$ cat src/bmx_pkg.sv
/*
  sizes and arbitration policy shared by the banked memory crossbar
  NUM_BANKS, BANK_WORDS and NUM_PORTS are expected to be powers of two
*/
package bmx_pkg;

  // requesters and banks
  localparam int NUM_PORTS  = 4;
  localparam int NUM_BANKS  = 4;
  localparam int BANK_WORDS = 16;

  // data path
  localparam int DATA_W = 32;
  localparam int MASK_W = DATA_W / 8;

  // bank select sits in the high-order address bits
  localparam int BANK_SEL_W  = $clog2(NUM_BANKS);
  localparam int BANK_ADDR_W = $clog2(BANK_WORDS);
  localparam int ADDR_W      = BANK_SEL_W + BANK_ADDR_W;

  // port index width for the round-robin pointer
  localparam int PORT_SEL_W = $clog2(NUM_PORTS);

  // bank arbitration policy chosen at elaboration
  typedef enum logic [1:0] {
    ARB_FIXED_LO,
    ARB_FIXED_HI,
    ARB_ROUND_ROBIN
  } arb_policy_e;

  localparam arb_policy_e ARB_POLICY = ARB_ROUND_ROBIN;

endpackage
$ cat src/bank_sram.sv
/*
  single-port synchronous bank with byte-masked write and no reset of contents
  read data appears the cycle after v_i and holds until the next read
*/
`timescale 1ns/10ps

module bank_sram (
  input  logic                            clk_i,
  input  logic                            v_i,
  input  logic                            w_i,
  input  logic [bmx_pkg::BANK_ADDR_W-1:0] addr_i,
  input  logic [bmx_pkg::DATA_W-1:0]      data_i,
  input  logic [bmx_pkg::MASK_W-1:0]      mask_i,
  output logic [bmx_pkg::DATA_W-1:0]      data_o
);

  logic [bmx_pkg::DATA_W-1:0] mem [bmx_pkg::BANK_WORDS];

  always_ff @(posedge clk_i)
  begin
    if (v_i)
    begin
      if (w_i)
      begin
        // only enabled bytes are written
        for (int i = 0; i < bmx_pkg::MASK_W; i++)
        begin
          if (mask_i[i])
            mem[addr_i][8*i +: 8] <= data_i[8*i +: 8];
        end
      end
      else
      begin
        data_o <= mem[addr_i];
      end
    end
  end

endmodule

$ cat config.mk
export PLATFORM = sky130hd
export DESIGN_NAME = bank_sram
export DESIGN_NICKNAME = d
export VERILOG_FILES = /design/src/bmx_pkg.sv /design/src/bank_sram.sv
export SDC_FILE = /design/constraint.sdc
export NUM_CORES = 1
export LEC_CHECK = 0
export ABC_AREA = 1
export BUFFER_PORTS_ARGS = -buffer_cell sky130_fd_sc_hd__buf_4
export CORE_UTILIZATION = 45
export CTS_BUF_LIST = sky130_fd_sc_hd__clkbuf_2 sky130_fd_sc_hd__clkbuf_4 sky130_fd_sc_hd__clkbuf_8
export CTS_CLUSTER_SIZE = 30
export DETAILED_ROUTE_END_ITERATION = 8
export GPL_ROUTABILITY_DRIVEN = 0
export HOLD_SLACK_MARGIN = 0.06
export SLEW_MARGIN = 20
export SYNTH_ARGS = -nofsm -noshare
export SYNTH_HDL_FRONTEND = slang
export SYNTH_SLANG_ARGS = --single-unit
$ cat constraint.sdc
create_clock -name clk_i -period 5 [get_ports clk_i]
set_input_delay 0.25 -clock clk_i [delete_from_list [all_inputs] [get_ports clk_i]]
set_output_delay 0.25 -clock clk_i [all_outputs]
set_load 0.005 [all_outputs]
==> results.cfg <==
[outcome]
outcome = finished, final reports clean

[floorplan]
coreArea_mm2 = 0.0494
start_util = 0.461
die-width_um = 227
rows = 81
die_area_mm2 = 0.0514
ioPinCount = 75
dieHeight_um = 227

[global_routing]
grt_start_max_net_pins = 191
grt_pass1_wl_um = 79900
antenna_found_initial = 0
gr-total-overflow = 0
grt.total_usage = 0.207
grt_pass1_vias = 14100

[place]
place_area_mm2 = 0.0236
hpwl_um = 28800
io_buffers = 74

[clock_network]
numCtsBuffers = 89
htree_levels = 3
clk_latency_ps = 670
cts_tree = yes
clkSinkCount = 544
clkTransAtPathRegs_ps = 60
cts-root-buf = clkbuf_8
cts_resized = 0
cts.path.max_buffers = 3

[logic_synthesis]
syn_inst = 2186
seq_area_frac_synth = 0.719
synth_area_mm2 = 0.0227
synth_cell_type_count = 14
ys_seq_elements = 544
syn_avg_cell_area_um2 = 10.4
ys.warnings.count = 0
yosysTopAreaCell = edfxtp_1
ys_top_cells_by_area = edfxtp_1 (72%), nand2_1 (23%), buf_2 (1.1%)
yosys.area.top_type_share = 0.719
synthesis.nets = 2229

[routing]
finalWirelength_um = 51700
routedWlPerCell_um = 17.1
routed-via-count = 14600
drc = 0
drtAntennaViolNets = 0
first_pass_iters = 5
vias_per_cell = 4.82
first_iter_violations = 1076

[sta]
hold_violations = 0
finalMaxSlewViolations = 0
grt_setup_unrepaired = no
fin_crit_sh = 0.610
slew_headroom = 0.268
min_period_ps = 3050
worstMarginPinSlew_ps = 1090
skew_ps = 39.5
finalHoldWorstSlack_ps = 247
setup_violations = 0
max_freq_mhz = 328
tns_ps = 0

[critical_path]
crit_type = input port to flop
crit_family = simple AND/OR/NAND/NOR gates
slowest_stage = nor2_1
worstPathCellList = clkbuf_8, clkinv_8, nor2_2, nand2_1, nor2_1
crit_path_max_fanout = 190
critPathMaxStageDelay_ps = 840
crit_required_ps = 5260
endpoint_kind = flop
worstPathArrival_ps = 3310
start_kind = input port
critPathBufInv = 2

[finish]
drive_above_1_share = 0.0997
n_antenna_cell = 0
finalInstanceArea_mm2 = 0.0257
final_core_util = 0.520
syn_to_final_growth_pct = 13.0
final_nets = 2334

[pwr]
vdd_drop_max_mv = 0.228
intPower_w = 0.00729
cellLeakagePower_nw = 10.7
pwr-share-seq = 0.540
p_switching_w = 0.00211
p_comb_frac = 0.058
sw_frac_of_total = 0.224
p_total_w = 0.00939
p_per_area_mw_per_mm2 = 366
p_clk_frac = 0.402

[worst_hold_path]
hp-class = input port to flop

[run]
max-cap-violations = 0
[kinds of logic (layout without fill, tap and decap cells)]
group,after synthesis,in the layout,share of synthesized area
flip-flops,544,544,0.719
buffers and inverters,173,345,0.0380
AND/OR/NAND/NOR,1469,1469,0.243
[synthesized netlist by cell type]
| cell type | instances |
|---|---|
| inv_1 | 68 |
| nand2_1 | 1394 |
| inv_4 | 1 |
| buf_1 | 1 |
| clkbuf_1 | 13 |
| nor2_1 | 66 |
| nand3_1 | 4 |
| buf_2 | 52 |
| edfxtp_1 | 544 |
| nor2_2 | 5 |
| buf_6 | 3 |
| clkinv_1 | 1 |
| inv_2 | 1 |
| buf_4 | 33 |
[metal layers]
layer | vias to the layer above | routed length (um) | global-route usage
met3 | 98 | 3210 | 0.0446
met2 | 407 | 24100 | 0.328
met5 | - | 0 | 0
met4 | 0 | 1190 | 0.0680
met1 | 6838 | 23200 | 0.284
li1 | 7233 | - | -
[timing repair]
item                      in CTS  in global routing
hold endpoints to repair     512                  0
hold buffers                  32                  0
setup buffers                  0                  0
[flip-flops by register name, indices dropped and copies added, names as in the netlist]
signal,count
data_o,32
mem,512
[power by group through the flow]
stage,clock network (W),registers [W],logic [W]
2_1_floorplan,0,0.00517,0.000324
3_3_place_gp,0,0.00517,0.000520
3_5_place_dp,0,0.00517,0.000528
4_1_cts,0.00385,0.00508,0.000550
5_1_grt,0.00402,0.00508,0.000616
6_report,0.00377,0.00508,0.000544
[worst register-to-register path, delay by kind of cell (launching register included)]
family / cells / cell delay [ps]
buffers and inverters: 1 / 130
DFF: 1 / 360
and+or+nand+nor: 7 / 480
[worst paths after layout]
check / slack, ps / cells past startpoint / to / start
hold / removal: 250 / 6 / data_o[3] / addr_i[2]
setup reg to reg: 3760 / 8 / data_o[14] / mem[14][14]
setup / recovery: 1950 / 5 / mem[13][1] / addr_i[0]
hold reg to reg: 760 / 8 / data_o[6] / mem[2][6]
[area by class of cell]
type / count / area, um2
clock inverters: 31 / 190
flip-flops and latches: 544 / 16300
fillers: 4376 / 23700
clock buffers: 127 / 1530
inverters: 71 / 282
multi-input cells: 1469 / 5560
repair buffers: 116 / 957
well taps: 664 / 831
[layout by cell type (no fill, tap or decap), drive strengths merged]
master	synthesis	layout
clkbuf	13	128
edfxtp	544	544
bufinv	0	2
clkinvlp	0	1
dlygate4sd3	0	32
nand2	1394	1394
nor2	71	71
nand3	4	4
inv	70	70
buf	89	83
clkinv	1	29
[through the flow]
stage / setup slack [ps] / std cells
detailed placement: 1700 / 2832
CTS: 2400 / 3022
global route: 1680 / 3022
finish: 1950 / 3022
floorplan: 2940 / 2186
global placement: 1670 / 2832
No activity file was read; power rests on OpenSTA's default activity.
