<file path="config.mk">
export PLATFORM = sky130hd
export DESIGN_NAME = port_bank_mux
export DESIGN_NICKNAME = d
export VERILOG_FILES = /design/src/port_bank_mux.sv
export SDC_FILE = /design/constraint.sdc
export NUM_CORES = 1
export LEC_CHECK = 0
export ABC_CLOCK_PERIOD_IN_PS = 1400
export BUFFER_PORTS_ARGS = -buffer_cell sky130_fd_sc_hd__buf_2
export CORE_AREA = 4 4 104 106
export DETAILED_ROUTE_END_ITERATION = 12
export DIE_AREA = 0 0 108 110
export PLACE_DENSITY = 0.74
export SLEW_MARGIN = 20
export SYNTH_ARGS = -nofsm -noshare
export SYNTH_HDL_FRONTEND = slang
export SYNTH_SLANG_ARGS = --single-unit
</file>
<file path="constraint.sdc">
create_clock -name vclk -period 1.4
set_input_delay 0.21 -clock vclk [all_inputs]
set_output_delay 0.21 -clock vclk [all_outputs]
set_load 0.01 [all_outputs]
</file>
<file path="src/port_bank_mux.sv">
/*
  one-hot AND-OR crossbar where sel_i holds at most one bit per destination
  a destination with no selected source reads zero
*/
`timescale 1ns/10ps

module port_bank_mux #(
  parameter int SRC   = 4,
  parameter int DST   = 4,
  parameter int WIDTH = 32
) (
  input  logic [SRC-1:0][WIDTH-1:0] i_i,
  input  logic [DST-1:0][SRC-1:0]   sel_i,
  output logic [DST-1:0][WIDTH-1:0] o_o
);

  always_comb
  begin
    for (int d = 0; d < DST; d++)
    begin
      o_o[d] = '0;
      for (int s = 0; s < SRC; s++)
      begin
        // each selected source is ORed in
        o_o[d] = o_o[d] | (i_i[s] & {WIDTH{sel_i[d][s]}});
      end
    end
  end

endmodule

</file>
==> results of run 1 <==
worst max path at each step:
| stage | startpoint | depth (start not counted) | to | slack, ps |
|---|---|---|---|---|
| finish | sel_i[5] | 4 | o_o[57] | 140 |
| global route | sel_i[7] | 4 | o_o[47] | 80 |
| CTS | sel_i[3] | 4 | o_o[15] | 10 |
| detailed placement | sel_i[12] | 4 | o_o[101] | -70 |
| global placement | sel_i[12] | 4 | o_o[101] | -70 |
| floorplan | sel_i[8] | 3 | o_o[65] | 570 |
worst max-delay path, stage by stage:
cell      delay [ps]
clkbuf_4         320
a22oi_1          260
nand2_1          100
buf_2            150
repair_timing:
item | CTS | global route
setup endpoints to repair | 44 | 118
cloned | 0 | 0
gates resized for setup | 8 | 8
logic make-up (layout without fill, tap and decap cells):
logic type / after synthesis / in the layout
buffers and inverters: 48 / 272
and+or+nand+nor: 128 / 128
AOI/OAI and AO/OA: 256 / 256
per-layer routing:
metal / vias to the layer above / wire (µm)
met5: - / 0
met4: 0 / 446
met3: 56 / 1840
met2: 463 / 7550
met1: 2237 / 5820
li1: 2215 / -
through the flow:
stage	hold slack (ps)	cell area (µm²)	std cells
finish	767	3970	789
global route	789	3970	789
CTS	763	3950	789
detailed placement	764	3930	789
global placement	760	3930	789
floorplan	556	2770	432
power by group through the flow:
stage / Sequential (W) / Clock, W / Combinational [W]
floorplan: 0 / 0 / 0.000917
global placement: 0 / 0 / 0.00166
detailed placement: 0 / 0 / 0.00168
CTS: 0 / 0 / 0.00169
global route: 0 / 0 / 0.00187
finish: 0 / 0 / 0.00173
synth_stat cells:
cell type,n,share of area
a22oi_1,256,0.69
buf_2,27,0.049
buf_6,21,0.085
nand2_1,128,0.17
final cells by class:
type               count  area, µm²  area share
multi-input cells    384       2400       0.605
repair buffers       272       1400       0.353
well taps            133        166      0.0419
==> results.cfg, run 1 <==
[setup_path]
critPathLaunchType = input pin
arrival_ps = 1050
critPathKind = in2out
cp_max_fo = 32
cp.required_ps = 1190
cp-end-kind = output pin

[placement]
hpwl_um = 10800
pre_cts_ws_ps = -68.0
io_buffers = 272
routabilityCongestion = 0.876

[run]
maxCapViolCount = 0

[grt]
top_usage_layer = met2
grt_max_degree = 33
grt_use_met2 = 0.422
grt_pass1_wl_um = 24100
grt_overflow = 0
use_met3 = 0.0268
grt_usage = 0.240
use_met1 = 0.298
antenna_found_initial = 0
first_global_vias = 4849

[synth]
yosys.area_share.simple = 0.173
postSynthCellCount = 432
synthMuxAreaShare = 0
synth_top_family_by_area = compound AO/OA/AOI/OAI gates
synth_seq_area_share = 0
syn_avg_cell_area_um2 = 6.42
synth_area_um2 = 2770
synth_compound_area_frac = 0.693
synth_cell_types = 4
yosysWarnings = 0
synth_nets = 576
synthAdderAreaFrac = 0
yosys.area_share.xor_xnor = 0

[die]
start_util = 0.284
placementRows = 36
die_area_um2 = 11900
chipHeight_um = 110
core_um2 = 9770
io_pins = 272
dieWidth_um = 108

[power]
p_per_area_nw_per_um2 = 435
p_int_w = 0.000695
leakagePower_nw = 2.00
total_power_w = 0.00173
swShare = 0.598
p_clk_frac = 0
seq_power_share = 0
vdd_ir_drop_max_mv = 0.316
switching_power_w = 0.00103
power_frac_comb = 1.000

[timing]
hold_violations = 0
period_needed_ps = 1260
fmax_mhz = 797
rsz0062_at_grt = false
tightest_slew_ps = 464
layout_setup_ws_ps = 145
slew-limit-headroom = 0.691
period_share = 0.897
slew_viol_final = 0
fin_tns_setup_ps = 0
setup_viol = 0

[cts]
cts_hold_buf = 0
postCtsSetupBuffers = 0

[final_layout]
fin_nets = 802
syn_to_final_growth_pct = 43.1
mostFrequentLayoutCells = a22oi_1 (256), buf_2 (256), nand2_1 (128), buf_4 (8), clkbuf_4 (8)
fillerInstances = 1052
n_antenna_cell = 0
drive_above_1_share = 0.415
seq_area_um2 = 0
seq_cell_count = 0
n_clock_buffer = 0
finalCoreUtilization = 0.406

[drt]
wl_um = 15700
vias = 4971
routedWlPerCell_um = 19.9
drt-pass1-iter-count = 8
viasPerCell = 6.30
dr.first_iter.drc_count = 629
drc = 0
postRouteAntennaNets = 0

[run_status]
status = complete, no violations

[hold_path]
holdPathEnd = o_o[20]
hold_start = i_i[52]
hold_path_class = in2out
min_path_cells = 4
(Power assumes the default switching activity.)
==> inputs of run 2 (changes only) <==
ABC_CLOCK_PERIOD_IN_PS = 1500   (was 1400)
MAX_ROUTING_LAYER = met4   (was default)
clock period = 1.5 ns   (was 1.4 ns; I/O delays follow)
==> run 2 against run 1 <==
- final cell count stayed put
- non-clock buffer count stayed put
- setup slack worse by 89 ps
- wire length is 0.91% higher
- sequential cell count stayed put
- critical endpoint is now o_o[26]
- largest cell class unchanged
- largest power group unchanged
==> results.cfg, run 2 (synthesis results as in run 1) <==
[run_status]
status = complete, no violations

[grt]
grt_max_degree = 33
grt_pass1_wl_um = 24100
grt_overflow = 0
first_global_vias = 4861
grt_usage = 0.247
antenna_found_initial = 0

[final_layout]
seq_area_um2 = 0
fin_area_um2 = 3960
n_antenna_cell = 0
seq_cell_count = 0
final_cells = 789
n_clock_buffer = 0
drive_above_1_share = 0.415
fin_nets = 802
mostFrequentLayoutCells = buf_2 (261), a22oi_1 (256), nand2_1 (128), clkbuf_4 (10), buf_4 (1)
final_common_cell = buf_2
syn_to_final_growth_pct = 42.7

[die]
placementRows = 36
die_area_um2 = 11900
chipHeight_um = 110
io_pins = 272
start_util = 0.284
dieWidth_um = 108
core_um2 = 9770

[timing]
slew-limit-headroom = 0.506
slew_viol_final = 0
period_needed_ps = 1440
period_share = 0.963
hold_violations = 0
holdWs_ps = 797
fmax_mhz = 692
tightest_slew_ps = 741
setup_viol = 0
layout_setup_ws_ps = 55.8

[hold_path]
hold_path_class = in2out
min_path_cells = 4

[setup_path]
cp_max_fo = 32
cpMostUsedCell = buf_2
cp.required_ps = 1270
critPathKind = in2out
slowest_delay_ps = 570
slowest_stage = buf_2
cp_cell_sequence = buf_2, a22oi_1, nand2_1, buf_2
arrival_ps = 1220
critPathLaunchType = input pin
cp-end-kind = output pin

[drt]
viasPerCell = 6.43
drt-pass1-iter-count = 7
drc = 0
routedWlPerCell_um = 20.0
wl_um = 15800
vias = 5077
postRouteAntennaNets = 0
dr.first_iter.drc_count = 853

[power]
vdd_ir_drop_max_mv = 0.309
leakagePower_nw = 2.00
total_power_w = 0.00161
p_per_area_nw_per_um2 = 408

[run]
maxCapViolCount = 0

[cts]
cts_hold_buf = 0
postCtsSetupBuffers = 0

[placement]
pre_cts_ws_ps = -0.443
routabilityCongestion = 0.870
hpwl_um = 10800
placement.cell_area_um2 = 3930
io_buffers = 272
dp_cells = 789
[run 2: cell count changes in the layout (fill, tap and decap cells not counted)]
cell / change
clkbuf_4: +2
buf_2: +5
buf_4: -7
[run 2: through the flow]
stage               setup TNS (ps)   util
global route                 -1.23  0.405
floorplan                        0      -
finish                           0  0.405
global placement                 0  0.402
CTS                              0  0.402
detailed placement          -0.443  0.402
[run 2: power breakdown]
group	internal [W]	switching, W
Clock	0	0
Combinational	0.000644	0.000970
Sequential	0	0
Total	0.000644	0.000970
[run 2: cell type report]
type	count	area, µm²
fill	1051	5820
multi-input combinational	384	2400
tap	133	166
timing repair buffer	272	1390
[run 2: final timing paths]
kind	from	end	slack, ps
worst min-delay path	i_i[45]	o_o[13]	800
worst max-delay path	sel_i[1]	o_o[26]	60
[run 2: metal layers]
metal  GRT usage  part of all wire  up-vias
met5           -                 0        -
met3      0.0309              0.13       50
li1            -                 -     2212
met4       0.112             0.025        0
met1       0.299              0.37     2298
met2       0.412              0.48      517
[run 2: what timing repair did]
action / in CTS / in global routing
endpoints found under the hold margin: 0 / 0
endpoints found under the setup margin: 1 / 58
resized for setup: 1 / 10
[run 2: worst max-delay path, delay by kind of cell]
family,cells,cell delay (ps)
buf+inv,2,710
compound gates,1,150
simple gates,1,120
==> inputs of run 3 (changes only) <==
BUFFER_PORTS_ARGS = default   (was -buffer_cell sky130_fd_sc_hd__buf_2)
CORE_AREA = 4 4 103 105   (was 4 4 104 106)
DIE_AREA = 0 0 107 109   (was 0 0 108 110)
DONT_BUFFER_PORTS = 1   (was default)
PLACE_DENSITY = 0.51   (was 0.74)
==> run 3 against run 2 <==
- clock-buffer cell count is the same
- combinational power decreased by 54%
- first-iteration DRC count shrank 34%
- non-clock buffer count shrank 272
- sequential cell count unchanged
- total power is 54% lower
- critical endpoint is now o_o[77]
- largest power group unchanged
==> results.cfg, run 3 (synthesis results as in run 1) <==
[run]
maxCapViolCount = 0

[die]
placementRows = 36
io_pins = 272
dieWidth_um = 107
chipHeight_um = 109
core_um2 = 9640
die_area_um2 = 11700
start_util = 0.288

[setup_path]
critPathKind = in2out
cp_max_fo = 32
slowest_stage = a22oi_1
slowest_delay_ps = 200
cp_cell_sequence = a22oi_1, nand2_1
critPathLaunchType = input pin
worst-path-stages = 2
cp.required_ps = 1270
cp.buffers_inverters = 0
cp-end-kind = output pin
cpLargestDelayFamily = compound AO/OA/AOI/OAI gates
arrival_ps = 590

[final_layout]
n_clock_buffer = 0
fillerInstances = 1093
final_common_cell = a22oi_1
seq_cell_count = 0
n_antenna_cell = 0
seq_area_um2 = 0
syn_to_final_growth_pct = -7.40
multi_input_area_um2 = 2400
mostFrequentLayoutCells = a22oi_1 (256), nand2_1 (128)
fin_nets = 530
finalCoreUtilization = 0.266
drive_above_1_share = 0

[hold_path]
hold_start = i_i[58]
hold_path_class = in2out
min_path_cells = 2
holdPathEnd = o_o[90]

[placement]
routabilityCongestion = 0.908
io_buffers = 0
pre_cts_ws_ps = 637
hpwl_um = 9770

[timing]
period_needed_ps = 820
setup_viol = 0
tightest_slew_ps = 208
fmax_mhz = 1220
period_share = 0.547
slew-limit-headroom = 0.861
rsz0062_at_grt = false
fin_tns_setup_ps = 0
layout_setup_ws_ps = 680
hold_violations = 0
slew_viol_final = 0

[grt]
grt_usage = 0.239
grt_pass1_wl_um = 22200
antenna_found_initial = 0
grt_overflow = 0
grt_max_degree = 33
first_global_vias = 4138

[power]
p_per_area_nw_per_um2 = 289
leakagePower_nw = 0.998
total_power_w = 0.000743
vdd_ir_drop_max_mv = 0.113

[drt]
viasPerCell = 7.80
vias = 4034
drc = 0
postRouteAntennaNets = 0
dr.first_iter.drc_count = 565
routedWlPerCell_um = 29.2
wl_um = 15100
drt-pass1-iter-count = 6

[cts]
cts_hold_buf = 0
postCtsSetupBuffers = 0
cts_resized = 0

[run_status]
status = complete, no violations
run 3: changes by cell type in the layout (fill, tap and decap cells not counted):
cell / before / now
clkbuf_4: 10 / 0
buf_4: 1 / 0
buf_2: 261 / 0
run 3: how the worst max path moves through the flow:
stage             start  endpoint
2_1_floorplan  sel_i[8]   o_o[65]
3_3_place_gp    i_i[13]   o_o[77]
3_5_place_dp    i_i[13]   o_o[77]
4_1_cts         i_i[13]   o_o[77]
5_1_grt        sel_i[8]   o_o[77]
6_report       sel_i[8]   o_o[77]
run 3: per-stage QoR:
step | instance area [µm²] | std cells | hold WS [ps]
2_1_floorplan | 2770 | 432 | 586
3_3_place_gp | 2570 | 517 | 599
3_5_place_dp | 2570 | 517 | 596
4_1_cts | 2570 | 517 | 596
5_1_grt | 2570 | 517 | 601
6_report | 2570 | 517 | 593
run 3: metal layers:
metal  part of all wire  GRT usage  wire length (µm)
met3               0.13     0.0515              2010
met4              0.031     0.0913               466
met5                  0          -                 0
met2               0.49      0.414              7460
met1               0.34      0.270              5150
run 3: area by class of cell:
type | instances | share of cell area
multi-input combinational | 384 | 0.935
tap | 133 | 0.0648
run 3: power by group:
part           internal (W)  total, W  switching, W
combinational      0.000317  0.000743      0.000426
sequential                0         0             0
clock                     0         0             0
